===== config.mk =====
export PLATFORM = sky130hd
export DESIGN_NAME = bus_switch
export DESIGN_NICKNAME = d
export VERILOG_FILES = /design/src/hw/mem_types_pkg.sv /design/src/hw/bus_pkg.sv /design/src/hw/bus_switch.sv
export SDC_FILE = /design/constraint.sdc
export NUM_CORES = 1
export LEC_CHECK = 0
export BUFFER_PORTS_ARGS = -buffer_cell sky130_fd_sc_hd__buf_2
export CORE_AREA = 5 5 214 216
export CTS_BUF_LIST = sky130_fd_sc_hd__clkbuf_8 sky130_fd_sc_hd__clkbuf_16
export DETAILED_ROUTE_END_ITERATION = 7
export DIE_AREA = 0 0 219 221
export GPL_ROUTABILITY_DRIVEN = 0
export PLACE_DENSITY = 0.3
export SETUP_SLACK_MARGIN = 0.5
export SYNTH_ARGS = -nofsm -noshare
export SYNTH_HDL_FRONTEND = slang
export SYNTH_SLANG_ARGS = --single-unit

===== constraint.sdc =====
create_clock -name clk_i -period 3.18 [get_ports clk_i]
set_clock_uncertainty 0.05 [all_clocks]
set_input_delay 0.636 -clock clk_i [delete_from_list [all_inputs] [get_ports clk_i]]
set_output_delay 0.636 -clock clk_i [all_outputs]
set_load 0.1 [all_outputs]

===== src/hw/mem_types_pkg.sv =====
/*
  Widths and vector types shared by the memory subsystem.
  Data is one 64-bit word per beat, so the byte offset within a word
  is the low three address bits. Only single-beat transfers exist,
  so there are no length or burst fields here.
*/

package mem_types_pkg;

  // ----------------------------------------
  // Widths
  // ----------------------------------------

  // Byte address
  parameter int unsigned ADDR_W = 32;

  // Data word
  parameter int unsigned DATA_W = 64;

  // One strobe per data byte
  parameter int unsigned STRB_W = DATA_W / 8;

  // Small transaction tag, echoed on the response
  parameter int unsigned ID_W = 4;

  // ----------------------------------------
  // Vector types
  // ----------------------------------------

  typedef logic [ADDR_W-1:0] addr_t;

  typedef logic [DATA_W-1:0] data_t;

  typedef logic [STRB_W-1:0] strb_t;

  typedef logic [ID_W-1:0] id_t;

endpackage


===== src/hw/bus_pkg.sv =====
/*
  Bus-level definitions: the response code and the host-exit address.
  Response codes use the AXI encoding so a waveform reads the same
  as on a real interconnect. Only OKAY and SLVERR are ever produced.
*/

package bus_pkg;

  // ----------------------------------------
  // Response codes
  // ----------------------------------------

  typedef enum logic [1:0] {
    RESP_OKAY   = 2'b00,
    RESP_SLVERR = 2'b10
  } resp_e;

  // ----------------------------------------
  // Test control
  // ----------------------------------------

  // Store here with bit 0 set ends the test, code in the upper bits
  parameter logic [31:0] TOHOST_ADDR = 32'h0000_1000;

endpackage


===== src/hw/bus_switch.sv =====
/*
  Steers core requests to internal memory or the external port.
  One transaction at a time. The route is taken from ext_active_i at
  request acceptance and held until the response transfers.
  ext_active_i must stay steady while a request waits for ready.
*/

module bus_switch import mem_types_pkg::*, bus_pkg::*; (
  input  logic  clk_i,
  input  logic  rst_n_i,
  input  logic  ext_active_i,
  // Core side
  input  logic  core_req_valid_i,
  output logic  core_req_ready_o,
  input  logic  core_req_write_i,
  input  addr_t core_req_addr_i,
  input  data_t core_req_wdata_i,
  input  strb_t core_req_strb_i,
  input  id_t   core_req_id_i,
  output logic  core_rsp_valid_o,
  input  logic  core_rsp_ready_i,
  output data_t core_rsp_rdata_o,
  output resp_e core_rsp_code_o,
  output id_t   core_rsp_id_o,
  // Internal memory path
  output logic  mem_req_valid_o,
  input  logic  mem_req_ready_i,
  output logic  mem_req_write_o,
  output addr_t mem_req_addr_o,
  output data_t mem_req_wdata_o,
  output strb_t mem_req_strb_o,
  output id_t   mem_req_id_o,
  input  logic  mem_rsp_valid_i,
  output logic  mem_rsp_ready_o,
  input  data_t mem_rsp_rdata_i,
  input  resp_e mem_rsp_code_i,
  input  id_t   mem_rsp_id_i,
  // External agent path
  output logic  ext_req_valid_o,
  input  logic  ext_req_ready_i,
  output logic  ext_req_write_o,
  output addr_t ext_req_addr_o,
  output data_t ext_req_wdata_o,
  output strb_t ext_req_strb_o,
  output id_t   ext_req_id_o,
  input  logic  ext_rsp_valid_i,
  output logic  ext_rsp_ready_o,
  input  data_t ext_rsp_rdata_i,
  input  resp_e ext_rsp_code_i,
  input  id_t   ext_rsp_id_i
);

  logic busy_q;
  // High when the outstanding transaction went external
  logic route_q;
  logic req_fire;
  logic rsp_fire;

  // ----------------------------------------
  // Request path
  // ----------------------------------------

  // No new request while one is outstanding
  assign core_req_ready_o = !busy_q && (ext_active_i ? ext_req_ready_i : mem_req_ready_i);

  assign mem_req_valid_o = core_req_valid_i && !busy_q && !ext_active_i;
  assign ext_req_valid_o = core_req_valid_i && !busy_q && ext_active_i;

  // Payload fans out to both, only one sees valid
  assign mem_req_write_o = core_req_write_i;
  assign mem_req_addr_o  = core_req_addr_i;
  assign mem_req_wdata_o = core_req_wdata_i;
  assign mem_req_strb_o  = core_req_strb_i;
  assign mem_req_id_o    = core_req_id_i;
  assign ext_req_write_o = core_req_write_i;
  assign ext_req_addr_o  = core_req_addr_i;
  assign ext_req_wdata_o = core_req_wdata_i;
  assign ext_req_strb_o  = core_req_strb_i;
  assign ext_req_id_o    = core_req_id_i;

  // ----------------------------------------
  // Response path
  // ----------------------------------------

  // Selected by the held route, not by the live input
  assign core_rsp_valid_o = busy_q && (route_q ? ext_rsp_valid_i : mem_rsp_valid_i);
  assign core_rsp_rdata_o = route_q ? ext_rsp_rdata_i : mem_rsp_rdata_i;
  assign core_rsp_code_o  = route_q ? ext_rsp_code_i : mem_rsp_code_i;
  assign core_rsp_id_o    = route_q ? ext_rsp_id_i : mem_rsp_id_i;

  assign mem_rsp_ready_o = busy_q && !route_q && core_rsp_ready_i;
  assign ext_rsp_ready_o = busy_q && route_q && core_rsp_ready_i;

  assign req_fire = core_req_valid_i && core_req_ready_o;
  assign rsp_fire = core_rsp_valid_o && core_rsp_ready_i;

  always_ff @(posedge clk_i or negedge rst_n_i) begin
    if (!rst_n_i) begin
      busy_q  <= 1'b0;
      route_q <= 1'b0;
    end else if (req_fire) begin
      busy_q  <= 1'b1;
      route_q <= ext_active_i;
    end else if (rsp_fire) begin
      busy_q <= 1'b0;
    end
  end

endmodule


==> metrics.txt <==
status=completed; Critical Path Start=route_q$_DFFE_PN0P_; row count=a little under 80; Die W=219 um; Worst-path clk slew=around 30 ps; crit path max-delay cell type=dfrtp_4; setup ws final=between 600 and 700 ps; leakage power=approximately 1.3 nW; endpoints failing hold=0; I/O Buffers=between 200 and 250; H-tree levels=1; Switching Share=69.68%; Worst Path Max Fanout=24; CTS tree=built; PwrDens=around 520 nW/um^2; Highest Signal Layer=met5; CP Cell Sequence=buf_4, mux2_2, buf_2; Detailed Route Iter0 Violations=45; CP peak stage delay=570 ps; DRC viols=0; global route overflow=0; RSZ-0062 raised after global routing=no; crit path time final=2551 ps; DRT Wirelength=between 10000 and 15000 um; register area share after synthesis=1.889%; Comb pwr share=a little over four fifths; VDD IR max=160.9 uV; register bit total from synthesis=2; critical path class=register to output pin; Cells after Synth=314; hold_buf cts=0; Crit path max-delay family=buffers and inverters; post-DR wirelength/cell=around 11 um; post-synthesis cell area=roughly 2600 sq um; hold crit path type=primary input to async pin; Slew HR=66.00%; Clock Latency Late Sink=roughly 220 ps; Least-Margin Pin Slew=513.5 ps; routed vias=slightly below 2000; Max clock buf depth=2; synthesized area per cell=8.436 sq um; post-synth net total=around 570; Clock power frac=between 10 and 15%; max_cap viols=0; vias in the first global route=between 2000 and 2500; ANT nets after route=0; via density per instance=2.138; Ant. Diodes=0; Synth cell types=16; HPWL Detailed=roughly 9000 um; fmax=about 400 MHz; sequential share of power=under 10%; post_cts resized=0; Die ar.=a little under 50000 sq um; layout cells sized above 1=between 90% and 100%; fin crit share=80.23%; M1 WL=between 2000 and 2500 um; Non-Filler Instances=910; met3 wire len=between 2000 and 2500 um; global-route wire length before repair=between 10000 and 15000 um; largest net degree at the start of global routing=36; Pins Over Slew Limit=0; switching power=about 1.1 mW; endpoints failing setup=0; setup TNS=0 ps; met2 WL=roughly 4600 um; Int Pwr=around 0.46 mW; CTS Buf Count=3; R2R Path Start=route_q$_DFFE_PN0P_; clk sinks=2; Tot Pwr=between 1.5 and 2 mW; Starting Density=under 10%; Vert. Die Dim=roughly 220 um; cell area after layout=2914 sq um; yosys synthesis warning count=0; post-CTS setup buffers=0; Clock Tree Root=clkbuf_16; drt first pass iters=4; Tot GR Track Use=between 3 and 4%; CORE AREA=roughly 44000 sq um; Boundary Pins=between 500 and 600; CP Capture Type=output pin; antenna violations before repair=0; Worst Path Arrival=between 1500 and 2000 ps; Post-DP Area=2835 sq um; Buf/Inv on CP=2; NumNets Final=577; CP Launch Type=register; DP Cell Count=slightly above 900; WP data required=roughly 2500 ps; pre-CTS setup slack=between 800 and 900 ps; area overhead of the layout relative to synthesis=10.01%
sequential cells by signal (all words and copies together), names as in the netlist:
signal	flops
busy_q	1
route_q	1
layout by cell type, fill, tap and decap left out:
cell       Yosys  routed
mux2_2        70      70
dfrtp_4        0       1
a31oi_1        1       1
nor2b_1        1       1
mux2i_1        2       2
buf_2          2     224
buf_4        218       1
nor2_2         0       1
clkbuf_16      0       3
nor2_1         4       3
dfrtp_1        2       1
inv_1          1       2
o22a_1         1       1
nor3b_2        0       1
nand3b_1       1       1
nand2_1        1       1
and3_1         2       2
buf_12         0       1
a21oi_1        1       1
worst register-to-register path, cell delays in order (launching register included):
cell     delay (ps)
dfrtp_4         570
mux2i_1         320
o22a_1          180
logic make-up after synthesis:
kind of cell / Yosys count / share of synthesized area [%]
AOI/OAI and AO/OA: 3 / 0.7558
and+or+nand+nor: 10 / 1.984
DFF: 2 / 1.890
muxes: 72 / 30.52
buffers and inverters: 227 / 64.86
power groups by stage:
stage,sequential (mW),combinational (mW),clock (mW)
2_1_floorplan,0.0379,2.37,0
3_3_place_gp,0.0512,1.28,0
3_5_place_dp,0.0509,1.28,0
4_1_cts,0.0509,1.28,0.199
5_1_grt,0.0527,1.31,0.202
6_report,0.0513,1.27,0.196
metal layers:
layer	vias to the layer above	GRT usage, %
li1	805	-
met1	759	2.217
met2	311	6.183
met3	69	2.857
met4	2	2.634
met5	-	0.8081
stage by stage:
| stage | utilization [%] | hold WS (ps) |
|---|---|---|
| detailed placement | 6.482 | 384.3 |
| global route | 6.662 | 150.7 |
| floorplan | - | 290.4 |
| global placement | 6.482 | 385.9 |
| finish | 6.662 | 146.4 |
| CTS | 6.662 | 147.7 |
worst paths after layout:
path / end / slack, ps / cells past startpoint
min in group clk_i: busy_q$_DFFE_PN0P_ / 610 / 1
setup / recovery: core_rsp_rdata_o[56] / 630 / 3
setup reg to reg: busy_q$_DFFE_PN0P_ / 2000 / 2
hold / removal: route_q$_DFFE_PN0P_ / 150 / 1
hold reg to reg: busy_q$_DFFE_PN0P_ / 610 / 1
max in group asynchronous: route_q$_DFFE_PN0P_ / 2820 / 1
layout make-up:
cell class | instances | area [sq um]
clock inverters | 1 | 3.754
well taps | 592 | 740.7
clock buffers | 3 | 75.07
multi-input cells | 85 | 888.4
flip-flops and latches | 2 | 53.80
repair buffers | 226 | 1149
fillers | 5185 | 40830
inverters | 1 | 3.754
cells in the mapped netlist:
library cell | n | area, sq um
dfrtp_1 | 2 | 50.05
nor3b_1 | 1 | 7.510
a31oi_1 | 1 | 6.260
o22a_1 | 1 | 8.760
nor2_1 | 4 | 15.01
nand3b_1 | 1 | 7.510
buf_2 | 2 | 10.01
buf_4 | 218 | 1637
and3_1 | 2 | 12.51
mux2i_1 | 2 | 20.02
nor2b_1 | 1 | 6.260
mux2_2 | 70 | 788.3
nand2_1 | 1 | 3.750
buf_6 | 6 | 67.56
inv_1 | 1 | 3.750
a21oi_1 | 1 | 5.000
Power figures use the tool's default switching activity.
