File: src/hw/mem_types_pkg.sv
/*
  Widths and vector types shared by the memory subsystem.
  Data is one 64-bit word per beat, so the byte offset within a word
  is the low three address bits. Only single-beat transfers exist,
  so there are no length or burst fields here.
*/

package mem_types_pkg;

  // ----------------------------------------
  // Widths
  // ----------------------------------------

  // Byte address
  parameter int unsigned ADDR_W = 32;

  // Data word
  parameter int unsigned DATA_W = 64;

  // One strobe per data byte
  parameter int unsigned STRB_W = DATA_W / 8;

  // Small transaction tag, echoed on the response
  parameter int unsigned ID_W = 4;

  // ----------------------------------------
  // Vector types
  // ----------------------------------------

  typedef logic [ADDR_W-1:0] addr_t;

  typedef logic [DATA_W-1:0] data_t;

  typedef logic [STRB_W-1:0] strb_t;

  typedef logic [ID_W-1:0] id_t;

endpackage

File: src/hw/bus_pkg.sv
/*
  Bus-level definitions: the response code and the host-exit address.
  Response codes use the AXI encoding so a waveform reads the same
  as on a real interconnect. Only OKAY and SLVERR are ever produced.
*/

package bus_pkg;

  // ----------------------------------------
  // Response codes
  // ----------------------------------------

  typedef enum logic [1:0] {
    RESP_OKAY   = 2'b00,
    RESP_SLVERR = 2'b10
  } resp_e;

  // ----------------------------------------
  // Test control
  // ----------------------------------------

  // Store here with bit 0 set ends the test, code in the upper bits
  parameter logic [31:0] TOHOST_ADDR = 32'h0000_1000;

endpackage

File: src/hw/bus2mem.sv
/*
  Bridge from the single-beat request bus to the SRAM strobes.
  Fixed latency of two cycles from acceptance to response valid.
  NUM_WORDS must be a power of two, and the word index plus the byte
  offset must be narrower than the address. Out-of-range addresses
  get SLVERR and never touch the SRAM.
*/

module bus2mem import mem_types_pkg::*, bus_pkg::*; #(
  parameter int unsigned NUM_WORDS = 1024
) (
  input  logic                         clk_i,
  input  logic                         rst_n_i,
  // Request from the switch
  input  logic                         mem_req_valid_i,
  output logic                         mem_req_ready_o,
  input  logic                         mem_req_write_i,
  input  addr_t                        mem_req_addr_i,
  input  data_t                        mem_req_wdata_i,
  input  strb_t                        mem_req_strb_i,
  input  id_t                          mem_req_id_i,
  // Response to the switch
  output logic                         mem_rsp_valid_o,
  input  logic                         mem_rsp_ready_i,
  output data_t                        mem_rsp_rdata_o,
  output resp_e                        mem_rsp_code_o,
  output id_t                          mem_rsp_id_o,
  // SRAM strobes
  output logic                         sram_req_o,
  output logic                         sram_we_o,
  output logic [$clog2(NUM_WORDS)-1:0] sram_addr_o,
  output data_t                        sram_wdata_o,
  output strb_t                        sram_strb_o,
  input  data_t                        sram_rdata_i
);

  localparam int unsigned IDX_W  = $clog2(NUM_WORDS);
  localparam int unsigned OFFS_W = $clog2(STRB_W);

  typedef enum logic [1:0] {
    IDLE,
    ACCESS,
    RESP
  } bridge_state_e;

  bridge_state_e state_q;
  bridge_state_e state_d;
  // Second ACCESS cycle, SRAM read data is valid
  logic          phase_q;
  logic          req_fire;

  // Registered request
  logic             write_q;
  logic [IDX_W-1:0] word_q;
  data_t            wdata_q;
  strb_t            strb_q;
  id_t              id_q;
  logic             err_q;
  data_t            rdata_q;

  assign mem_req_ready_o = (state_q == IDLE);
  assign req_fire        = mem_req_valid_i && mem_req_ready_o;

  // ----------------------------------------
  // FSM
  // ----------------------------------------

  always_comb begin
    state_d = state_q;
    case (state_q)
      IDLE:    if (mem_req_valid_i) state_d = ACCESS;
      ACCESS:  if (phase_q) state_d = RESP;
      RESP:    if (mem_rsp_ready_i) state_d = IDLE;
      default: state_d = IDLE;
    endcase
  end

  always_ff @(posedge clk_i or negedge rst_n_i) begin
    if (!rst_n_i) begin
      state_q <= IDLE;
      phase_q <= 1'b0;
    end else begin
      state_q <= state_d;
      phase_q <= (state_q == ACCESS) && !phase_q;
    end
  end

  // ----------------------------------------
  // Request capture and response data
  // ----------------------------------------

  always_ff @(posedge clk_i) begin
    if (req_fire) begin
      write_q <= mem_req_write_i;
      word_q  <= mem_req_addr_i[OFFS_W +: IDX_W];
      wdata_q <= mem_req_wdata_i;
      strb_q  <= mem_req_strb_i;
      id_q    <= mem_req_id_i;
      // Any set bit above the index means past the end
      err_q   <= |mem_req_addr_i[ADDR_W-1:OFFS_W+IDX_W];
    end
    if (state_q == ACCESS && phase_q) begin
      rdata_q <= (write_q || err_q) ? '0 : sram_rdata_i;
    end
  end

  // Strobe only in the first ACCESS cycle
  assign sram_req_o   = (state_q == ACCESS) && !phase_q && !err_q;
  assign sram_we_o    = write_q;
  assign sram_addr_o  = word_q;
  assign sram_wdata_o = wdata_q;
  assign sram_strb_o  = strb_q;

  assign mem_rsp_valid_o = (state_q == RESP);
  assign mem_rsp_rdata_o = rdata_q;
  assign mem_rsp_code_o  = err_q ? RESP_SLVERR : RESP_OKAY;
  assign mem_rsp_id_o    = id_q;

endmodule

File: config.mk
export PLATFORM = sky130hd
export DESIGN_NAME = bus2mem
export DESIGN_NICKNAME = d
export VERILOG_FILES = /design/src/hw/mem_types_pkg.sv /design/src/hw/bus_pkg.sv /design/src/hw/bus2mem.sv
export SDC_FILE = /design/constraint.sdc
export NUM_CORES = 1
export LEC_CHECK = 0
export BUFFER_PORTS_ARGS = -buffer_cell sky130_fd_sc_hd__buf_4
export CAP_MARGIN = 20
export CORE_AREA = 2 2 131 133
export DETAILED_ROUTE_END_ITERATION = 12
export DIE_AREA = 0 0 133 135
export PLACE_DENSITY_LB_ADDON = 0.08
export SKIP_LAST_GASP = 1
export SYNTH_ARGS = -nofsm -noshare
export SYNTH_HDL_FRONTEND = slang
export SYNTH_SLANG_ARGS = --single-unit
File: constraint.sdc
create_clock -name clk_i -period 6.7 [get_ports clk_i]
set_clock_uncertainty 0.2 [all_clocks]
set_input_delay 1.675 -clock clk_i [delete_from_list [all_inputs] [get_ports clk_i]]
set_output_delay 1.675 -clock clk_i [all_outputs]
set_load 0.02 [all_outputs]
==> results.yml <==
floorplanning:
  initial_core_util_pct: 31.6
  core_mm2: 0.0164
  ios: 333
  floorplan.rows: 47
  die_h_um: 135
  dieWidth_um: 133
  die-area_mm2: 0.0180
synthesis:
  ys_top_cells_by_area: "edfxtp_1, and2_1, dfrtp_1"
  ys_seq_elements: 155
  syn_nets: 421
  ys.flop_type: "edfxtp_1"
  seq_area_frac_synth_pct: 89.5
  synthTopCellsByCount: "edfxtp_1, and2_1, clkbuf_1, dfrtp_1, nor4_1"
  synth_area_per_cell_um2: 21.3
  synth_top_cell_by_area: "edfxtp_1"
  synth_cells: 244
  yosysTopAreaCellShare_pct: 88.0
  synthDistinctLibCells: 17
  async_flop_share_pct: 1.94
  synth-warning-count: 0
  synth_edf_count: 152
  syn_area_mm2: 0.00519
  synth.most_common_cell: "edfxtp_1"
sta:
  worst_slack_ns: 3.36
  max_slew_margin_pct: 57.8
  setup_violations: 0
  rsz0062_at_grt: "no"
  fin_crit_ns: 3.34
  tightest_slew_ns: 0.632
  setup_tns_ns: 0
  finalHoldViolations: 0
  fin_crit_sh_pct: 49.9
  finalMaxSlewViolations: 0
  fmax_mhz: 299
  hold_slack_ns: 0.268
place:
  placed_area_mm2: 0.00791
  portBuffers: 328
  hpwl_mm: 10.5
  place_congestion: 0.780
  place_ws_ns: 3.35
setup_path:
  path_max_fanout: 4
  cpPeakStageDelay_ns: 0.40
  critPathRequiredTime_ns: 4.83
  slowest_stage: "dfrtp_1"
  crit_buf_inv: 1
  cp-end-kind: "output port"
  worstSetupStartpointType: "flop"
  critPathTopFamily: "simple AND/OR/NAND/NOR gates"
  worstSetupPathType: "flop to output port"
  crit_arrival_ns: 1.47
  path_cells: "nor3b_1 > nor2b_1 > buf_4"
power:
  power.density_mw_per_mm2: 375
  total_power_mw: 3.24
  peakVddDrop_mv: 0.169
  p_leak_nw: 3.64
global_route:
  antenna_found_initial: 0
  grt_use_total_pct: 15.4
  grt_overflow: 0
  grt_pass1_wl_mm: 20.2
  first_global_vias: 3522
  grt_max_degree: 90
clock_network:
  clock_latency_ns: 0.42
  htree_levels: 4
  post_cts_buffers: 0
  clk_pin_slew_worst_paths_ns: 0.06
  cts_buffers: 17
  cts_root_buf: "clkbuf_16"
  clk_path_buf_depth: 2
  cts_tree: "done"
  cts_resized: 0
  cts_sinks: 155
  postCtsHoldBufs: 0
finish:
  final.fill_count: 1425
  multiInputGateArea_um2: 517
  drive_gt1_share_pct: 61.2
  final_area_mm2: 0.00863
  finalNetCount: 764
  seq_area_mm2: 0.00464
  antenna_cells: 0
  area_growth_pct: 66.4
drt:
  wl_per_cell_um: 17.1
  drtPass1Iterations: 5
  vias_per_cell: 4.13
  drt-total-wl_mm: 14.0
  drt_iter0_markers: 189
  ant_nets: 0
  drcViolationCount: 0
  via_count: 3389
job:
  maxCapViolations: 0
min_path:
  min_path_type: "flop to flop"
status:
  status: "finished clean"
per-stage QoR:
| step | utilization, % | cells |
|---|---|---|
| floorplan | - | 244 |
| global route | 52.6 | 820 |
| CTS | 52.3 | 818 |
| detailed placement | 48.2 | 786 |
| global placement | 48.2 | 786 |
| finish | 52.6 | 820 |
state kept, by name, indices dropped and copies added, names as in the netlist:
register and count:
mem_rsp_rdata_o 64, sram_wdata_o 64, sram_addr_o 10, sram_strb_o 8
mem_rsp_id_o 4, state_q 2, err_q 1, phase_q 1
sram_we_o 1
final timing paths:
kind                            startpoint                   to  slack (ns)  cells past startpoint
worst min-delay path               phase_q              phase_q        0.27                      1
worst max register to register  state_q[1]  mem_rsp_rdata_o[53]        4.61                      2
max in group asynchronous          rst_n_i           state_q[1]        5.37                      1
worst min register to register     phase_q              phase_q        0.27                      1
min in group asynchronous          rst_n_i              phase_q        0.83                      1
worst max-delay path            state_q[1]           sram_req_o        3.36                      3
layout make-up:
| type | count | area share, % |
|---|---|---|
| sequential | 155 | 53.8 |
| inverter | 1 | 0.0435 |
| multi-input combinational | 80 | 5.99 |
| timing repair buffer | 332 | 29.3 |
| clock buffer | 17 | 4.93 |
| tap | 220 | 3.19 |
| clock inverter | 15 | 2.84 |
where the power goes:
| group | leakage [nW] | total [mW] | internal (mW) | switching (mW) |
|---|---|---|---|---|
| registers | 1.47 | 1.38 | 1.33 | 0.0560 |
| clock network | 0.320 | 1.09 | 0.700 | 0.386 |
| logic | 1.85 | 0.770 | 0.309 | 0.462 |
| total | 3.64 | 3.24 | 2.34 | 0.903 |
cells by family (layout without fill, tap and decap cells):
family | Yosys count | after routing | synth area share [%]
flip-flops | 155 | 155 | 89.5
other | 1 | 1 | 0.0723
AND/OR/NAND/NOR | 78 | 78 | 9.53
buffers and inverters | 9 | 365 | 0.796
AO/OA/AOI/OAI | 1 | 1 | 0.145
routing by layer:
layer | share of wire (%) | global-route usage (%)
met1 | 34 | 16.5
met2 | 52 | 26.3
met3 | 12 | 7.32
met4 | 1.6 | 6.03
met5 | 0 | 0
placed cells by master, fill, tap and decap left out:
| cell type | netlist | final |
|---|---|---|
| nand4_1 | 1 | 1 |
| or4_1 | 1 | 1 |
| inv_6 | 0 | 1 |
| nor4_2 | 1 | 1 |
| clkinv_1 | 0 | 2 |
| and3b_2 | 0 | 1 |
| nor4_1 | 3 | 3 |
| clkinvlp_4 | 0 | 2 |
| buf_16 | 0 | 1 |
| and2_1 | 65 | 64 |
| conb_1 | 1 | 1 |
| clkinv_4 | 0 | 2 |
| nor2_1 | 2 | 1 |
| clkbuf_16 | 0 | 17 |
| nor2_4 | 0 | 1 |
| clkinv_2 | 0 | 1 |
| nor2b_1 | 2 | 2 |
| and2_4 | 0 | 1 |
| buf_4 | 2 | 330 |
| dfrtp_1 | 3 | 3 |
| edfxtp_1 | 152 | 152 |
| a21o_1 | 1 | 1 |
| or2_2 | 1 | 1 |
| buf_12 | 0 | 1 |
| bufinv_16 | 0 | 6 |
| inv_1 | 1 | 1 |
| nor3b_1 | 1 | 1 |
| inv_8 | 0 | 1 |
(Power assumes the default switching activity.)
