File: config.mk
export PLATFORM = sky130hd
export DESIGN_NAME = exit_monitor
export DESIGN_NICKNAME = d
export VERILOG_FILES = /design/src/hw/mem_types_pkg.sv /design/src/hw/bus_pkg.sv /design/src/hw/exit_monitor.sv
export SDC_FILE = /design/constraint.sdc
export NUM_CORES = 1
export LEC_CHECK = 0
export BUFFER_PORTS_ARGS = -buffer_cell sky130_fd_sc_hd__buf_2
export CORE_UTILIZATION = 42
export CTS_CLUSTER_SIZE = 14
export DETAILED_ROUTE_END_ITERATION = 8
export PLACE_DENSITY = 0.86
export RECOVER_POWER = 25
export REMOVE_ABC_BUFFERS = 1
export SYNTH_ARGS = -nofsm -noshare
export SYNTH_HDL_FRONTEND = slang
export SYNTH_SLANG_ARGS = --single-unit
File: constraint.sdc
create_clock -name clk_i -period 2.64 [get_ports clk_i]
set_input_delay 0.264 -clock clk_i [delete_from_list [all_inputs] [get_ports clk_i]]
set_output_delay 0.264 -clock clk_i [all_outputs]
set_load 0.005 [all_outputs]
File: src/hw/mem_types_pkg.sv
/*
  Widths and vector types shared by the memory subsystem.
  Data is one 64-bit word per beat, so the byte offset within a word
  is the low three address bits. Only single-beat transfers exist,
  so there are no length or burst fields here.
*/

package mem_types_pkg;

  // ----------------------------------------
  // Widths
  // ----------------------------------------

  // Byte address
  parameter int unsigned ADDR_W = 32;

  // Data word
  parameter int unsigned DATA_W = 64;

  // One strobe per data byte
  parameter int unsigned STRB_W = DATA_W / 8;

  // Small transaction tag, echoed on the response
  parameter int unsigned ID_W = 4;

  // ----------------------------------------
  // Vector types
  // ----------------------------------------

  typedef logic [ADDR_W-1:0] addr_t;

  typedef logic [DATA_W-1:0] data_t;

  typedef logic [STRB_W-1:0] strb_t;

  typedef logic [ID_W-1:0] id_t;

endpackage

File: src/hw/bus_pkg.sv
/*
  Bus-level definitions: the response code and the host-exit address.
  Response codes use the AXI encoding so a waveform reads the same
  as on a real interconnect. Only OKAY and SLVERR are ever produced.
*/

package bus_pkg;

  // ----------------------------------------
  // Response codes
  // ----------------------------------------

  typedef enum logic [1:0] {
    RESP_OKAY   = 2'b00,
    RESP_SLVERR = 2'b10
  } resp_e;

  // ----------------------------------------
  // Test control
  // ----------------------------------------

  // Store here with bit 0 set ends the test, code in the upper bits
  parameter logic [31:0] TOHOST_ADDR = 32'h0000_1000;

endpackage

File: src/hw/exit_monitor.sv
/*
  Watches core stores for the host-exit word.
  A store to TOHOST_ADDR with bit 0 set latches the remaining bits as
  the exit code. The first such store wins, later ones are ignored.
  Byte strobes are not examined, a full-word store is assumed.
*/

module exit_monitor import mem_types_pkg::*, bus_pkg::*; (
  input  logic  clk_i,
  input  logic  rst_n_i,
  // Core-side request transfer
  input  logic  req_fire_i,
  input  logic  req_write_i,
  input  addr_t req_addr_i,
  input  data_t req_wdata_i,
  // Test result
  output logic  exit_valid_o,
  output data_t exit_code_o
);

  logic exit_hit;

  // ----------------------------------------
  // Exit detection
  // ----------------------------------------

  // Bit 0 clear is a plain store to the mailbox
  assign exit_hit = req_fire_i && req_write_i && (req_addr_i == TOHOST_ADDR) && req_wdata_i[0];

  always_ff @(posedge clk_i or negedge rst_n_i) begin
    if (!rst_n_i) begin
      exit_valid_o <= 1'b0;
      exit_code_o  <= '0;
    end else if (exit_hit && !exit_valid_o) begin
      exit_valid_o <= 1'b1;
      exit_code_o  <= req_wdata_i >> 1;
    end
  end

endmodule

==> impl_metrics.py, run 1 <==
metrics = {
    "min_path": {
        "hp-start": "req_wdata_i[46]",
        "hold_depth": 2,
        "min_to": "exit_code_o[45]$_DFFE_PN0P_",
        "hold_class": "in2reg",
    },
    "synth": {
        "yosys_warnings": 0,
        "synth_compound_area_share_pct": 0,
        "synth_top_cell_by_area": "dfrtp_1",
        "yosys.area_share.simple_pct": 4.156,
        "synth_area_per_cell_sq_um": 16.86,
        "yosysTopAreaCellShare_pct": 63.33,
        "syn_inst": 150,
        "seq_area_frac_synth_pct": 63.33,
        "syn-cell-area_sq_um": 2529,
        "synth_cell_types": 14,
        "ys_seq_elements": 64,
        "synthTopCellsByArea": "dfrtp_1 (63%), mux2_2 (24%), mux2_4 (5.3%)",
        "synth_top_family_by_area": "multiplexers",
        "synth_mux_area_share_pct": 29.39,
        "synthXorXnorAreaFrac_pct": 0,
        "synth_adder_area_share_pct": 0,
    },
    "global_route": {
        "grt_max_degree": 65,
        "grt_usage_pct": 19.07,
        "grt_pass1_wl_microns": 8818,
        "grt_overflow": 0,
        "antenna_found_initial": 0,
        "grt_pass1_vias": 1952,
    },
    "detailed_routing": {
        "drt_first_pass_iters": 4,
        "num_vias": 1888,
        "met2_length_microns": 3315,
        "ant_nets": 0,
        "met3_length_microns": 436,
        "drt_iter0_drc": 38,
        "routed_via_density": 4.768,
        "wl_per_cell_microns": 15.00,
        "top_layer": "met4",
        "drc": 0,
        "wl_met1_microns": 2136,
        "drt-total-wl_microns": 5939,
    },
    "layout": {
        "nets": 419,
        "drive_above_1_share_pct": 74.69,
        "fill_cells": 445,
        "fin_util_pct": 63.52,
        "diodes": 0,
        "area_delta_synth_final_pct": 41.71,
        "layout_commonest_cell": "buf_2",
        "multi_input_area_sq_um": 852.1,
        "layout_common_cells": "buf_2 (162), dfrtp_1 (64), mux2_2 (54), clkbuf_8 (11), mux2_4 (9)",
        "regArea_sq_um": 1602,
        "fin_area_sq_um": 3583,
    },
    "critical_path": {
        "reg2reg_depth": 5,
        "arrival_ps": 2400,
        "regToRegEndpoint": "exit_code_o[4]$_DFFE_PN0P_",
        "critical_path_required_ps": 2840,
        "crit_path_max_fanout": 64,
        "r2r_slack_ps": 430,
        "start_kind": "flip-flop",
        "crit_type": "reg2reg",
        "cp-end-kind": "flip-flop",
        "reg2reg_from": "exit_valid_o$_DFFE_PN0P_",
    },
    "timing": {
        "relSlewSlack_pct": -15.77,
        "min_period_over_period_pct": 83.55,
        "fin_skew_ps": 4.416,
        "max_freq_mhz": 453.4,
        "rsz0062_at_grt": "false",
        "maxSlewViolCount": 35,
        "finalSetupViolCount": 0,
        "finalHoldViolCount": 0,
        "min_period_ps": 2206,
        "holdWs_ps": 171.5,
        "fin_ws_ps": 434.4,
        "tightestPinTransition_ps": 1737,
    },
    "floorplan": {
        "fp-row-count": 27,
        "die_x_microns": 79.59,
        "initial_core_util_pct": 44.82,
        "dieArea_sq_um": 6335,
        "io_pins": 165,
        "die_h_microns": 79.59,
        "core_area_sq_um": 5642,
    },
    "clock_network": {
        "cts.sinks": 64,
        "cts_hold_buf": 0,
        "cts_max_level": 3,
        "cts_tree": "done",
        "cts_resized": 0,
        "clk_pin_slew_ps": 70,
        "root_buffer": "clkbuf_8",
        "clockBufferDepth": 2,
        "clk-insertion-delay-late_ps": 310,
        "cts_setup_buffers": 0,
        "cts-buffers-inserted": 9,
    },
    "pwr": {
        "cellLeakagePower_uw": 0.002131,
        "peakVddDrop_uv": 349.0,
        "p_sw_share_pct": 19.96,
        "power.share.combinational_pct": 5.0,
        "seqPwrFrac_pct": 51.5,
        "p_total_uw": 1904,
        "internal_power_uw": 1524,
        "p_clk_share_pct": 43.5,
        "powerDensity_nw_per_um2": 531.4,
        "power.switching_uw": 380.1,
    },
    "placement": {
        "hpwl_microns": 4534,
        "pre_cts_slack_ps": 413.8,
        "place_area_sq_um": 3400,
        "portBuffers": 163,
        "gp_congestion": 0.6995,
    },
    "run": {
        "drv_cap": 1,
    },
    "run_status": {
        "outcome": "complete, but fails checks",
        "failed_checks": "capacitance limit, slew limit",
    },
}
## registers in the layout, summed over array words and instances, names as in the netlist
name          cells
exit_valid_o      1
exit_code_o      63
## critical path, cell delays in order, from the launching register on
cell,delay [ps]
dfrtp_1,400
nor4b_1,350
nand4_1,200
nor4_4,360
buf_12,360
mux2_2,380
## routing by layer
layer / vias to the layer above / global-route usage, %
met4: 0 / 9.455
met5: - / 0
met3: 4 / 4.343
li1: 873 / -
met2: 96 / 35.56
met1: 915 / 19.82
## through the flow
stage / setup TNS, ps / std cells
5_1_grt: 0 / 396
4_1_cts: 0 / 396
2_1_floorplan: -66220 / 143
6_report: 0 / 396
3_3_place_gp: 0 / 380
3_5_place_dp: 0 / 380
## synth_stat cells
library cell / number
buf_6: 6
nand2_1: 2
nor4_4: 1
mux2_2: 54
nor4_1: 6
nor2_1: 1
nand3_1: 1
mux2_4: 9
nand4_1: 1
nor4b_1: 2
dfrtp_1: 64
conb_1: 1
or2_2: 1
buf_4: 1
## worst max path at each step
| stage | from | end |
|---|---|---|
| after floorplan | exit_valid_o$_DFFE_PN0P_ | exit_code_o[0]$_DFFE_PN0P_ |
| after global placement | exit_valid_o$_DFFE_PN0P_ | exit_code_o[61]$_DFFE_PN0P_ |
| after detailed placement | exit_valid_o$_DFFE_PN0P_ | exit_code_o[60]$_DFFE_PN0P_ |
| after CTS | exit_valid_o$_DFFE_PN0P_ | exit_code_o[4]$_DFFE_PN0P_ |
| after global routing | rst_n_i | exit_code_o[17]$_DFFE_PN0P_ |
| final | exit_valid_o$_DFFE_PN0P_ | exit_code_o[4]$_DFFE_PN0P_ |
## power by group through the flow
stage | sequential [uW] | clock, uW | combinational (uW)
after floorplan | 999 | 0 | 4.59
after detailed placement | 999 | 0 | 99.6
final | 981 | 829 | 94.6
after CTS | 980 | 854 | 100
after global routing | 980 | 896 | 106
after global placement | 999 | 0 | 96.1
## cell type report
class | instances | share of cell area (%)
clock inverter | 2 | 1.047
clock buffer | 14 | 4.539
tap | 72 | 2.514
timing repair buffer | 165 | 23.43
sequential | 64 | 44.69
multi-input combinational | 79 | 23.78
## cells by family (layout without fill, tap and decap cells)
| kind of cell | Yosys count | after routing |
|---|---|---|
| buffers and inverters | 7 | 181 |
| AND/OR/NAND/NOR | 15 | 15 |
| multiplexers | 63 | 63 |
| flip-flops | 64 | 64 |
| other | 1 | 1 |
No activity file was read; power rests on OpenSTA's default activity.
==> run 2: changes to the inputs <==
--- a/config.mk
+++ b/config.mk
@@ -5,8 +5,9 @@
 export SDC_FILE = /design/constraint.sdc
 export NUM_CORES = 1
 export LEC_CHECK = 0
+export ABC_AREA = 1
 export BUFFER_PORTS_ARGS = -buffer_cell sky130_fd_sc_hd__buf_2
-export CORE_UTILIZATION = 42
+export CORE_UTILIZATION = 46
 export CTS_CLUSTER_SIZE = 14
 export DETAILED_ROUTE_END_ITERATION = 8
 export PLACE_DENSITY = 0.86
==> constraint.sdc (replaced) <==
create_clock -name clk_i -period 2.3 [get_ports clk_i]
set_input_delay 0.23 -clock clk_i [delete_from_list [all_inputs] [get_ports clk_i]]
set_output_delay 0.23 -clock clk_i [all_outputs]
set_load 0.005 [all_outputs]
==> run 2 against run 1 <==
Net effect:
- the run now ends clean
- setup slack improved by 39 ps
- via count increased by 60%
- largest power group unchanged
- largest cell class unchanged
- power increased by 8.7%
- highest routed layer unchanged
- sequential power increased by 15%
==> impl_metrics.py, run 2 <==
metrics = {
    "critical_path": {
        "crit_path_max_fanout": 18,
        "critical_path_required_ps": 2570,
        "start_kind": "flip-flop",
        "cpLargestDelayFamily": "simple AND/OR/NAND/NOR gates",
        "reg2reg_depth": 8,
        "cp_slowest_stage_delay_ps": 370,
        "critPathBufInv": 3,
        "cp-end-kind": "flip-flop",
        "cp_common_cell": "nand2_1",
        "slowest_stage": "dfrtp_1",
        "arrival_ps": 2090,
        "crit_cells": 8,
        "crit_type": "reg2reg",
        "path_cells": "inv_1, nand2_1, nor3_1, nand2_2, inv_2, buf_4, nand3_1, nand2_1",
    },
    "synth": {
        "synth_top_cell_by_area": "dfrtp_1",
        "synthTopCellsByArea": "dfrtp_1 (48%), o21bai_1 (14%), nand3_1 (9.5%)",
        "yosysTopAreaCellShare_pct": 48.05,
        "synth_adder_area_share_pct": 0,
        "synth_common_cells": "nand2_1 (74), inv_1 (66), dfrtp_1 (64), nand3_1 (63), o21bai_1 (63)",
        "synthXorXnorAreaFrac_pct": 0,
        "seq_area_frac_synth_pct": 48.05,
        "synth.most_common_cell": "nand2_1",
        "synth_top_family_by_area": "simple AND/OR/NAND/NOR gates",
        "ys.flop_type": "dfrtp_1",
        "synth_area_per_cell_sq_um": 8.703,
        "ys_seq_elements": 64,
        "syn_inst": 383,
        "synth_cell_types": 16,
        "synth_mux_area_share_pct": 0,
        "yosys.area_share.simple_pct": 21.62,
        "async_flop_share_pct": 100.0,
        "syn-cell-area_sq_um": 3333,
        "yosys_warnings": 0,
        "synth-edff-count": 0,
        "synth_compound_area_share_pct": 14.34,
    },
    "detailed_routing": {
        "ant_nets": 0,
        "routed_via_density": 4.741,
        "drt_first_pass_iters": 4,
        "drc": 0,
        "wl_per_cell_microns": 12.17,
        "drt_iter0_drc": 127,
        "drt-total-wl_microns": 7767,
        "num_vias": 3025,
    },
    "timing": {
        "holdWs_ps": 126.1,
        "fin_ws_ps": 473.1,
        "tns_ps": 0,
        "min_period_ps": 1827,
        "max_freq_mhz": 547.4,
        "relSlewSlack_pct": 48.14,
        "rsz0062_at_grt": "false",
        "finalHoldViolCount": 0,
        "finalSetupViolCount": 0,
        "fin_skew_ps": 12.17,
        "maxSlewViolCount": 0,
        "tightestPinTransition_ps": 777.9,
        "min_period_over_period_pct": 79.43,
    },
    "run": {
        "drv_cap": 0,
    },
    "pwr": {
        "internal_power_uw": 1606,
        "p_clk_share_pct": 39.9,
        "powerDensity_nw_per_um2": 489.3,
        "p_sw_share_pct": 22.44,
        "p_total_uw": 2071,
        "cellLeakagePower_uw": 0.002118,
        "peakVddDrop_uv": 255.6,
        "power.share.combinational_pct": 5.8,
        "seqPwrFrac_pct": 54.3,
        "power.switching_uw": 464.6,
    },
    "clock_network": {
        "cts_max_level": 3,
        "cts-buffers-inserted": 9,
        "clk_pin_slew_ps": 70,
        "clk-insertion-delay-late_ps": 330,
        "root_buffer": "clkbuf_8",
        "cts_resized": 0,
        "cts.sinks": 64,
        "clockBufferDepth": 2,
        "cts_tree": "done",
    },
    "global_route": {
        "grt_pass1_wl_microns": 12530,
        "grt_max_degree": 65,
        "grt_usage_pct": 21.21,
        "grt_overflow": 0,
        "grt_pass1_vias": 2907,
        "antenna_found_initial": 0,
    },
    "layout": {
        "nets": 637,
        "diodes": 0,
        "layout_common_cells": "buf_2 (150), nand2_1 (73), inv_1 (66), dfrtp_1 (64)",
        "area_delta_synth_final_pct": 26.95,
        "largestRegisters": "exit_code_o (63), exit_valid_o (1)",
        "fin_util_pct": 61.27,
        "layout_commonest_cell": "buf_2",
        "regMostFlops": "exit_code_o",
        "drive_above_1_share_pct": 32.84,
        "largest_reg_flops": 63,
    },
    "placement": {
        "pre_cts_slack_ps": 451.9,
        "gp_congestion": 0.7550,
        "hpwl_microns": 5290,
        "portBuffers": 163,
    },
    "floorplan": {
        "die_h_microns": 87.13,
        "initial_core_util_pct": 48.26,
        "fp-row-count": 30,
        "core_area_sq_um": 6907,
        "dieArea_sq_um": 7591,
        "die_x_microns": 87.13,
        "io_pins": 165,
    },
    "run_status": {
        "outcome": "finished clean",
    },
    "min_path": {
        "hold_depth": 3,
        "hold_class": "in2reg",
    },
}
[run 2: changes by cell type in the layout (fill, tap and decap cells not counted), moves of 9 or more]
| cell | delta |
|---|---|
| nor2_1 | +15 |
| buf_2 | -12 |
| nand3_1 | +62 |
| o21bai_1 | +63 |
| mux2_4 | -9 |
| inv_1 | +66 |
| mux2_2 | -54 |
| clkbuf_1 | +11 |
| nand2_1 | +71 |
[run 2: through the flow]
| step | std cells | instance area (sq um) |
|---|---|---|
| floorplan | 357 | 3059 |
| global placement | 621 | 4073 |
| detailed placement | 621 | 4073 |
| CTS | 638 | 4248 |
| global route | 638 | 4232 |
| finish | 638 | 4232 |
[run 2: metal layers]
layer  up-vias  global-route usage [%]  wire, microns
li1       1501                       -              -
met1      1391                   24.62           3284
met2       129                   38.01           3899
met3         4                   5.213            544
met4         0                   7.601             38
met5         -                       0              0
[run 2: worst register-to-register path, cell delays in order (launching register included)]
cell	delay (ps)
dfrtp_1	370
inv_1	110
nand2_1	60
nor3_1	190
nand2_2	270
inv_2	330
buf_4	250
nand3_1	100
nand2_1	90
[run 2: timing repair]
item                                   4_1_cts  5_1_grt
endpoints found under the hold margin       31        0
buffers inserted                             0        0
hold buffers                                 1        0
[run 2: layout make-up]
class / count / area, sq um
Clock buffer: 12 / 145.1
Fill cell: 672 / 2675
Clock inverter: 4 / 20.02
Inverter: 68 / 255.2
Multi-Input combinational cell: 225 / 1205
Sequential cell: 64 / 1602
Tap cell: 96 / 120.1
Timing Repair Buffer: 169 / 884.6
[run 2: cells by family after synthesis]
group | count (synthesis)
AND/OR/NAND/NOR | 160
buffers and inverters | 94
AO/OA/AOI/OAI | 64
flip-flops | 64
other | 1
[run 2: final timing paths]
| kind | from | end | slack, ps |
|---|---|---|---|
| min | req_wdata_i[44] | exit_code_o[43]$_DFFE_PN0P_ | 130 |
| max | exit_valid_o$_DFFE_PN0P_ | exit_code_o[15]$_DFFE_PN0P_ | 470 |
| min in group asynchronous | rst_n_i | exit_code_o[11]$_DFFE_PN0P_ | 510 |
| max reg2reg | exit_valid_o$_DFFE_PN0P_ | exit_code_o[15]$_DFFE_PN0P_ | 470 |
| min reg2reg | exit_valid_o$_DFFE_PN0P_ | exit_valid_o$_DFFE_PN0P_ | 540 |
| max in group asynchronous | rst_n_i | exit_code_o[10]$_DFFE_PN0P_ | 1140 |
[run 2: power groups by stage]
stage               combinational (uW)  clock (uW)  sequential (uW)
floorplan                         9.66           0             1150
global placement                   117           0             1150
detailed placement                 120           0             1150
CTS                                122         857             1120
global route                       136         912             1120
finish                             120         826             1130
